===== config.mk =====
export PLATFORM = sky130hd
export DESIGN_NAME = cw_reg_top
export DESIGN_NICKNAME = d
export VERILOG_FILES = /design/src/logic/cw_pkg.sv /design/src/logic/cw_reg_bank.sv /design/src/logic/trigger_route.sv /design/src/logic/target_io_route.sv /design/src/logic/cw_reg_top.sv
export SDC_FILE = /design/constraint.sdc
export NUM_CORES = 1
export LEC_CHECK = 0
export ABC_CLOCK_PERIOD_IN_PS = 1900
export BUFFER_PORTS_ARGS = -buffer_cell sky130_fd_sc_hd__buf_4
export CAP_MARGIN = 20
export CORE_MARGIN = 2
export CORE_UTILIZATION = 60
export CTS_BUF_LIST = sky130_fd_sc_hd__clkbuf_2 sky130_fd_sc_hd__clkbuf_4 sky130_fd_sc_hd__clkbuf_8
export CTS_CLUSTER_DIAMETER = 60
export DETAILED_ROUTE_END_ITERATION = 10
export PLACE_DENSITY = 0.83
export SLEW_MARGIN = 25
export SYNTH_ARGS = -nofsm -noshare
export SYNTH_HDL_FRONTEND = slang
export SYNTH_SLANG_ARGS = --single-unit

===== constraint.sdc =====
create_clock -name clk_usb -period 1.9 [get_ports clk_usb]
set_input_delay 0.19 -clock clk_usb [delete_from_list [all_inputs] [get_ports clk_usb]]
set_output_delay 0.19 -clock clk_usb [all_outputs]
set_load 0.02 [all_outputs]

===== src/logic/cw_pkg.sv =====
package cw_pkg;

   localparam int num_tio        = 4;                 // target io lines
   localparam int io_route_bytes = 8;                 // routing register depth in bytes
   localparam int bus_bytecnt_w  = 7;                 // byte counter field on the bus
   localparam int pwroff_byte    = 5;                 // routing byte holding power control
   localparam int pwroff_bit     = 1;                 // power-off bit inside that byte
   localparam int oc_line        = 2;                 // line 3, zero based

   localparam logic [7:0] trigsrc_rst = 8'h20;        // OR mode, line 4 enabled
   localparam logic [io_route_bytes*8-1:0] iorouting_rst = 64'h0201; // line 1 tx, line 2 rx

   // register map, 38 (ext clock) is gone and falls to default
   typedef enum logic [5:0] {
      addr_trigsrc = 6'd39,
      addr_trigmod = 6'd40,
      addr_ioroute = 6'd55,
      addr_ioread  = 6'd59
   } cw_addr_e;

   typedef enum logic [1:0] {
      comb_or   = 2'b00,
      comb_and  = 2'b01,
      comb_nand = 2'b10,
      comb_off  = 2'b11
   } trig_combine_e;

   typedef enum logic [2:0] {
      mod_edge       = 3'd0,                          // combined external trigger
      mod_advio      = 3'd1,
      mod_anapattern = 3'd2,
      mod_decodedio  = 3'd3
   } trig_module_e;

   typedef struct packed {
      logic [5:0]               addr;
      logic [bus_bytecnt_w-1:0] bytecnt;              // byte index for multi-byte regs
      logic [7:0]               wdata;
      logic                     read;                 // read strobe
      logic                     write;                // write strobe
   } reg_bus_t;

   typedef struct packed {
      logic [7:0] trigsrc;                            // mode[7:6], enables[5:2]
      logic [7:0] trigmod;                            // module select in [2:0]
   } trig_cfg_t;

   // one routing byte per gpio line
   typedef struct packed {
      logic       gpio_en;                            // drive gpio_val
      logic       gpio_val;
      logic       tx_oc;                              // open-collector tx, line 3 only
      logic [2:0] usi;                                // old usi bits, stored only
      logic       rx;
      logic       tx;
   } gpio_route_t;

   typedef struct packed {
      gpio_route_t [num_tio-1:0] gpio;
      logic                      power_off;           // raw, not yet registered
   } io_cfg_t;

   typedef struct packed {
      logic [num_tio-1:0] oe;                         // per line output enable
      logic [num_tio-1:0] out;
   } tio_drive_t;

endpackage


===== src/logic/cw_reg_bank.sv =====
`timescale 1ns/1ps

module cw_reg_bank #(
   parameter int bytecnt_w = 7
) (
   input  logic                       clk_usb,
   input  logic                       reset,
   input  cw_pkg::reg_bus_t           bus_i,
   input  logic [cw_pkg::num_tio-1:0] tio_i,         // pad values
   output logic [7:0]                 rdata_o,
   output cw_pkg::trig_cfg_t          trig_cfg_o,
   output cw_pkg::io_cfg_t            io_cfg_o
);

   localparam int sel_w = $clog2(cw_pkg::io_route_bytes);

   logic [7:0]                                trigsrc_q;
   logic [7:0]                                trigmod_q;
   logic [cw_pkg::io_route_bytes-1:0][7:0]    iorouting_q;  // byte 0 = line 1
   logic [cw_pkg::num_tio-1:0]                ioread_q;     // sampled pads
   cw_pkg::cw_addr_e                          addr;
   logic [bytecnt_w-1:0]                      byte_idx;
   logic                                      byte_ok;
   logic [sel_w-1:0]                          byte_sel;

   assign addr     = cw_pkg::cw_addr_e'(bus_i.addr);
   assign byte_idx = bytecnt_w'(bus_i.bytecnt);
   assign byte_ok  = (byte_idx < bytecnt_w'(cw_pkg::io_route_bytes)); // 8+ ignored
   assign byte_sel = byte_idx[sel_w-1:0];

   // register writes
   always_ff @(posedge clk_usb) begin
      if (reset) begin
         trigsrc_q   <= cw_pkg::trigsrc_rst;
         trigmod_q   <= '0;                           // edge trigger
         iorouting_q <= cw_pkg::iorouting_rst;
      end else if (bus_i.write) begin
         case (addr)
            cw_pkg::addr_trigsrc: trigsrc_q <= bus_i.wdata;
            cw_pkg::addr_trigmod: trigmod_q <= bus_i.wdata;
            cw_pkg::addr_ioroute: begin
               if (byte_ok) begin
                  iorouting_q[byte_sel] <= bus_i.wdata;
               end
            end
            default: ;                                // read-only or unmapped
         endcase
      end
   end

   // pads sampled every cycle
   always_ff @(posedge clk_usb) begin
      if (reset) begin
         ioread_q <= '0;
      end else begin
         ioread_q <= tio_i;
      end
   end

   // registered read mux, zero when idle
   always_ff @(posedge clk_usb) begin
      if (reset) begin
         rdata_o <= '0;
      end else if (bus_i.read) begin
         case (addr)
            cw_pkg::addr_trigsrc: rdata_o <= trigsrc_q;
            cw_pkg::addr_trigmod: rdata_o <= trigmod_q;
            cw_pkg::addr_ioroute: rdata_o <= byte_ok ? iorouting_q[byte_sel] : 8'h00;
            cw_pkg::addr_ioread:  rdata_o <= {{(8-cw_pkg::num_tio){1'b0}}, ioread_q};
            default:              rdata_o <= '0;     // incl. old clock reg 38
         endcase
      end else begin
         rdata_o <= '0;
      end
   end

   assign trig_cfg_o.trigsrc = trigsrc_q;
   assign trig_cfg_o.trigmod = trigmod_q;

   assign io_cfg_o.gpio      = iorouting_q[cw_pkg::num_tio-1:0];  // bytes 0..3
   assign io_cfg_o.power_off = iorouting_q[cw_pkg::pwroff_byte][cw_pkg::pwroff_bit];

endmodule


===== src/logic/trigger_route.sv =====
`timescale 1ns/1ps

module trigger_route (
   input  cw_pkg::trig_cfg_t          trig_cfg_i,
   input  logic [cw_pkg::num_tio-1:0] trig_io_i,     // rear target io triggers
   input  logic                       trig_advio_i,
   input  logic                       trig_anapattern_i,
   input  logic                       trig_decodedio_i,
   output logic                       trigger_ext_o,
   output logic                       trigger_o
);

   logic [cw_pkg::num_tio-1:0] trig_en;
   logic                       trig_or;
   logic                       trig_and;
   cw_pkg::trig_combine_e      comb_mode;
   cw_pkg::trig_module_e       mod_sel;

   assign trig_en   = trig_cfg_i.trigsrc[2 +: cw_pkg::num_tio];  // R1..R4 enables
   assign trig_or   = |(trig_io_i & trig_en);        // none enabled gives 0
   assign trig_and  = &(trig_io_i | ~trig_en);       // disabled input counts as 1
   assign comb_mode = cw_pkg::trig_combine_e'(trig_cfg_i.trigsrc[7:6]);
   assign mod_sel   = cw_pkg::trig_module_e'(trig_cfg_i.trigmod[2:0]);

   always_comb begin
      case (comb_mode)
         cw_pkg::comb_or:   trigger_ext_o = trig_or;
         cw_pkg::comb_and:  trigger_ext_o = trig_and;
         cw_pkg::comb_nand: trigger_ext_o = ~trig_and;
         default:           trigger_ext_o = 1'b0;     // off
      endcase
   end

   // trigger module select
   always_comb begin
      case (mod_sel)
         cw_pkg::mod_edge:       trigger_o = trigger_ext_o;
         cw_pkg::mod_advio:      trigger_o = trig_advio_i;
         cw_pkg::mod_anapattern: trigger_o = trig_anapattern_i;
         cw_pkg::mod_decodedio:  trigger_o = trig_decodedio_i;
         default:                trigger_o = 1'b0;    // codes 4..7 unused
      endcase
   end

endmodule


===== src/logic/target_io_route.sv =====
`timescale 1ns/1ps

module target_io_route (
   input  logic                       clk_usb,
   input  logic                       reset,
   input  cw_pkg::io_cfg_t            io_cfg_i,
   input  logic                       uart_tx_i,
   input  logic [cw_pkg::num_tio-1:0] tio_i,         // pad values
   output cw_pkg::tio_drive_t         tio_drive_o,
   output logic                       uart_rx_o,
   output logic                       targetpower_off_o
);

   logic power_off_q;                                // releases all lines

   // one extra stage on power-off
   always_ff @(posedge clk_usb) begin
      if (reset) begin
         power_off_q <= 1'b0;                         // power on after reset
      end else begin
         power_off_q <= io_cfg_i.power_off;
      end
   end

   assign targetpower_off_o = power_off_q;

   // per line drive, first match wins
   always_comb begin
      tio_drive_o.oe  = '0;
      tio_drive_o.out = '0;
      for (int i = 0; i < cw_pkg::num_tio; i++) begin
         if (!power_off_q) begin
            if (io_cfg_i.gpio[i].tx) begin
               tio_drive_o.oe[i]  = 1'b1;
               tio_drive_o.out[i] = uart_tx_i;
            end else if (i == cw_pkg::oc_line && io_cfg_i.gpio[i].tx_oc) begin
               tio_drive_o.oe[i]  = ~uart_tx_i;       // pull low only, release on 1
               tio_drive_o.out[i] = 1'b0;
            end else if (io_cfg_i.gpio[i].gpio_en) begin
               tio_drive_o.oe[i]  = 1'b1;
               tio_drive_o.out[i] = io_cfg_i.gpio[i].gpio_val;
            end
         end
      end
   end

   // rx from lowest selected line, idle high otherwise
   always_comb begin
      uart_rx_o = 1'b1;
      for (int i = cw_pkg::num_tio - 1; i >= 0; i--) begin
         if (io_cfg_i.gpio[i].rx) begin
            uart_rx_o = tio_i[i];                     // lower index overrides
         end
      end
   end

endmodule


===== src/logic/cw_reg_top.sv =====
`timescale 1ns/1ps

module cw_reg_top #(
   parameter int bytecnt_w = 7
) (
   input  logic                       clk_usb,
   input  logic                       reset,
   input  cw_pkg::reg_bus_t           bus_i,
   output logic [7:0]                 rdata_o,
   input  logic [cw_pkg::num_tio-1:0] trig_io_i,
   input  logic                       trig_advio_i,
   input  logic                       trig_anapattern_i,
   input  logic                       trig_decodedio_i,
   output logic                       trigger_ext_o,
   output logic                       trigger_o,
   input  logic                       uart_tx_i,
   output logic                       uart_rx_o,
   input  logic [cw_pkg::num_tio-1:0] tio_i,         // pad values from outside
   output cw_pkg::tio_drive_t         tio_drive_o,
   output logic                       targetpower_off_o
);

   cw_pkg::trig_cfg_t trig_cfg;                      // bank to trigger router
   cw_pkg::io_cfg_t   io_cfg;                        // bank to io router

   cw_reg_bank #(
      .bytecnt_w (bytecnt_w)
   ) i_cw_reg_bank (
      .clk_usb    (clk_usb),
      .reset      (reset),
      .bus_i      (bus_i),
      .tio_i      (tio_i),
      .rdata_o    (rdata_o),
      .trig_cfg_o (trig_cfg),
      .io_cfg_o   (io_cfg)
   );

   trigger_route i_trigger_route (
      .trig_cfg_i        (trig_cfg),
      .trig_io_i         (trig_io_i),
      .trig_advio_i      (trig_advio_i),
      .trig_anapattern_i (trig_anapattern_i),
      .trig_decodedio_i  (trig_decodedio_i),
      .trigger_ext_o     (trigger_ext_o),
      .trigger_o         (trigger_o)
   );

   target_io_route i_target_io_route (
      .clk_usb           (clk_usb),
      .reset             (reset),
      .io_cfg_i          (io_cfg),
      .uart_tx_i         (uart_tx_i),
      .tio_i             (tio_i),
      .tio_drive_o       (tio_drive_o),
      .uart_rx_o         (uart_rx_o),
      .targetpower_off_o (targetpower_off_o)
   );

endmodule


* After elaboration in Yosys (flattened, before gate mapping)
Cells that the tools add are included.
Storage, ports and cells: output and inout bits 20, bits of input ports 37, flip-flop bits (word level) 93
Cells by class: equality and inequality tests 9, bitwise gates (word level) 6, reductions and logical operators 9, magnitude comparators 3, multiplexer cells 39
Operators by type and width (number):
- $bwmux 64 | 1
- $pmux 8 s4 | 1
- $mux 1 | 30
- $bmux 8 s3 | 1
- $demux 8 s3 | 1
- $eq 6x6->1 const B | 4
- $mux 8 | 3
- $lt 7x4->1 const B | 1
- $eq 3x2->1 const B | 2
- $and 4x4->4 | 1
- $lt 3x4->1 const B | 1
- $not 4->4 | 1
- $or 4x4->4 | 1
- $pmux 1 s4 | 1
- $reduce_and 2->1 | 2
- $reduce_and 4->1 | 1
- $reduce_or 4->1 | 1
- $eq 3x1->1 const B | 1
- $ge 3x1->1 const B | 1
- $logic_not 3->1 | 1
- $not 1->1 | 3
- $pmux 1 s3 | 1
- $reduce_and 3->1 | 1
- $eq 2x1->1 const B | 1
- other kinds (4) | 4

* Logic depth before layout (Yosys ltp)
word-level depth 6, depth in mapped cells 8, gate-level depth less buffers 5

* Modules after synthesis
Synthesis repeated with hierarchy kept, for this count alone.
Second synthesis, totals: cell total of the unflattened synthesis 449, area, all modules 4498.1 sq um
By module, submodules not included:
- cw_reg_bank | times used 1, seq. area each 1841.8 sq um, area each 4192.8 sq um, cells an instance 403
- target_io_route | times used 1, seq. area each 20.0 sq um, area each 181.4 sq um, cells an instance 28
- trigger_route | times used 1, seq. area each 0.0 sq um, area each 123.9 sq um, cells an instance 18

* Least setup slack after synthesis
OpenSTA, ideal clock, no wires.
path kind flip-flop to output port, from register i_cw_reg_bank.trigsrc_q[5], to output port trigger_o, required time 1.710 ns, path slack 0.188 ns, stages on the path, launching flop included 6, arrival 1.522 ns, buffers on the path 0, path through dfxtp_1 > inv_1 > o2111ai_1 > mux2i_1 > nand3b_1 > a221oi_1
Between the ends: longest elaborated chain between the ends 6, elaborated cells between the ends (all ways) 8, classes of those cells 2 x mux; 4 x bitwise; 2 x reduce/logical
Ends and longest elaborated chain:
- start, declared | line cw_reg_bank.sv:17 | logic [7:0] trigsrc_q;
- start signal, assigned | line cw_reg_bank.sv:34 | trigsrc_q <= cw_pkg::trigsrc_rst;
- start signal, assigned | line cw_reg_bank.sv:39 | cw_pkg::addr_trigsrc: trigsrc_q <= bus_i.wdata;
- $not 4->4 | line trigger_route.sv:21 | assign trig_and = &(trig_io_i | ~trig_en);
- $or 4x4->4 | line trigger_route.sv:21
- $reduce_and 4->1 | line trigger_route.sv:21
- $not 1->1 | line trigger_route.sv:29 | cw_pkg::comb_nand: trigger_ext_o = ~trig_and;
- $pmux 1 s3 (*) | line trigger_route.sv:26 | case (comb_mode)
- $pmux 1 s4 (*) | line trigger_route.sv:36 | case (mod_sel)
- end, declared | line cw_reg_top.sv:15 | output logic trigger_o,
Every way passes the cells marked *; elsewhere a longest branch is shown, timed or not.

* Final worst setup path
Same ends and word-level chain as after synthesis.

==> flow_summary.json <==
{
  "wl_per_cell_um": 17.74,
  "finalInstanceArea_um2": 4960,
  "io_buffers": 56,
  "grt_pass1_vias": 3649,
  "die_w_um": 88.56,
  "area_growth_pct": 15.60,
  "first_pass_iters": 5,
  "postRouteAntennaNets": 0,
  "grtUsageMet2_pct": 46.82,
  "seqCellArea_um2": 1864,
  "mostFrequentLayoutCell": "nand2_1",
  "async_flop_share_pct": 0,
  "start_util_pct": 62.46,
  "multi_input_area_um2": 2236,
  "setup_viol": 0,
  "r2r-start": "i_cw_reg_bank.iorouting_q[50]",
  "root_buffer": "clkbuf_8",
  "cts_buffers": 9,
  "clk_latency_ns": 0.37,
  "fin_skew_ns": 0.007860,
  "syn_inst": 519,
  "slew-limit-headroom_pct": 56.48,
  "irDropWorstVdd_v": 0.0004681,
  "gr-usage-met1_pct": 42.72,
  "core_area_um2": 6869,
  "layout_common_cells": "161 x nand2_1, 91 x dfxtp_1, 66 x a21oi_1",
  "whs_ns": 0.04368,
  "antenna_cells": 0,
  "grt.overflow.total": 0,
  "vias": 4034,
  "dp_cells": 642,
  "p_leak_nw": 1.786,
  "synth-seq-area-share_pct": 43.39,
  "fill_cells": 546,
  "required_ns": 1.71,
  "clockBufferDepth": 2,
  "power.density_nw_per_um2": 696.0,
  "cts_sinks": 93,
  "ys_types": 42,
  "cap_violations": 0,
  "grt_setup_unrepaired": "yes",
  "pin_count": 57,
  "antenna_found_initial": 0,
  "drive_gt1_share_pct": 22.56,
  "crit_arrival_ns": 1.70,
  "grt_pass1_wl_um": 18300,
  "worst-setup-path-type": "reg2out",
  "min_from": "tio_i[3]",
  "slew_violations": 0,
  "synth_edf_count": 0,
  "worst_hold_path_type": "in2reg",
  "ys_warn_count": 0,
  "postCtsHoldBufs": 0,
  "period_needed_ns": 1.886,
  "busiest_layer": "met2",
  "dp_hpwl_um": 8130,
  "max_freq_mhz": 530.2,
  "syn_area_per_cell_um2": 8.267,
  "gp_congestion": 0.8959,
  "rows": 30,
  "cp_max_fo": 2,
  "yosys_most_used_dff": "dfxtp_1",
  "routed_wl_um": 11690,
  "synth_area_um2": 4290,
  "htreeDepth": 3,
  "via_per_inst": 6.121,
  "outcome": "completed",
  "grtUsageMet3_pct": 5.877,
  "num-nets-final": 595,
  "grt_usage_pct": 31.03,
  "clkSlewWorstSetupHoldPaths_ns": 0.10,
  "stdcell_count": 659,
  "timing.final.crit_share_pct": 99.26,
  "synth_seq_cells": 93,
  "fp.dieArea_um2": 7843,
  "first_iter_violations": 416,
  "startpoint": "i_cw_reg_bank.trigsrc_q[5]",
  "cp-start-kind": "flip-flop",
  "endpoint_kind": "primary output",
  "hold_viol": 0,
  "dpl_cell_area_um2": 4750,
  "drc": 0,
  "die_h_um": 88.56,
  "synth_nets": 556,
  "cts_tree": "done",
  "tightestPinTransition_ns": 0.6517,
  "grt_max_degree": 83
}
## cells in the mapped netlist, drive strengths merged, types with 2 or more instances
master | number | area [µm²]
nand4 | 5 | 31.28
inv | 3 | 11.26
nand2b | 6 | 37.54
dfxtp | 93 | 1862
nand2 | 161 | 604.3
nor2 | 24 | 90.09
and2 | 3 | 18.77
buf | 24 | 141.4
a31oi | 3 | 18.77
nand3b | 2 | 15.01
and3 | 4 | 25.02
o21ai | 5 | 25.02
and4 | 4 | 35.03
nor2b | 7 | 43.79
o211ai | 2 | 15.01
clkbuf | 16 | 60.06
mux2 | 7 | 78.83
a22o | 2 | 17.52
a21oi | 82 | 470.5
nand3 | 11 | 60.06
a221oi | 2 | 17.52
mux4 | 10 | 225.2
a22oi | 7 | 52.55
nor3 | 6 | 46.30
mux2i | 20 | 200.2
## sequential cells by signal (all words and copies together), names as in the netlist
register and cells:
i_cw_reg_bank.trigsrc_q 8, i_cw_reg_bank.iorouting_q 31, i_target_io_route.targetpower_off_o 1, i_cw_reg_bank.ioread_q 4, i_cw_reg_bank.rdata_o 8, i_cw_reg_bank.io_cfg_o 33, i_cw_reg_bank.trigmod_q 8
## through the flow
stage | TNS, ns | utilization (%) | power, W | setup slack (ns)
6_report | 0 | 72.20 | 0.003452 | 0.01398
5_1_grt | -0.1337 | 72.20 | 0.003533 | -0.1337
2_1_floorplan | 0 | - | 0.002140 | 0.1884
3_3_place_gp | 0 | 69.14 | 0.002249 | 0.04290
4_1_cts | 0 | 72.09 | 0.003439 | 0.0006344
3_5_place_dp | -0.003087 | 69.14 | 0.002251 | -0.002419
## metal layers
| metal | vias to the layer above | wire length (µm) |
|---|---|---|
| li1 | 1855 | - |
| met3 | 35 | 1104 |
| met5 | - | 0 |
| met1 | 1905 | 4806 |
| met4 | 0 | 467 |
| met2 | 239 | 5314 |
## report_power, final
part           switching [W]  total (W)  internal, W  leakage, nW
registers         0.00000333    0.00196      0.00195        0.750
clock network       0.000749    0.00124     0.000489       0.0789
logic               0.000156   0.000258     0.000102        0.957
total               0.000908    0.00345      0.00254         1.79
## what timing repair did
action,in CTS,in global routing
buffers inserted,1,0
endpoints found under the setup margin,1,1
gates resized for setup,4,1
## path summary, 6_finish.rpt
| check | to | slack, ns | cells past startpoint |
|---|---|---|---|
| max | trigger_o | 0.01 | 6 |
| min | i_cw_reg_bank.ioread_q[3] | 0.04 | 3 |
| max reg2reg | i_cw_reg_bank.rdata_o[2] | 0.43 | 5 |
| min reg2reg | i_cw_reg_bank.iorouting_q[35] | 0.45 | 2 |
## cells by family after synthesis
logic type | after synthesis | share of synthesized area (%)
AOI/OAI and AO/OA | 111 | 16.01
buffers and inverters | 43 | 4.958
DFF | 93 | 43.39
muxes | 37 | 11.75
and+or+nand+nor | 235 | 23.88
## critical path, stage by stage (launching register included)
cell and delay, ns:
dfxtp_2 0.35, inv_2 0.03, o2111ai_2 0.18, mux2i_1 0.23, nand3b_1 0.11, a221oi_2 0.24
buf_4 0.18
## final cells by class
class / instances / area share [%]
multi-input cells: 383 / 45.08
flip-flops and latches: 93 / 37.59
repair buffers: 68 / 11.05
clock buffers: 9 / 2.497
well taps: 96 / 2.422
clock inverters: 7 / 1.135
inverters: 3 / 0.2270
Power figures use the tool's default switching activity.
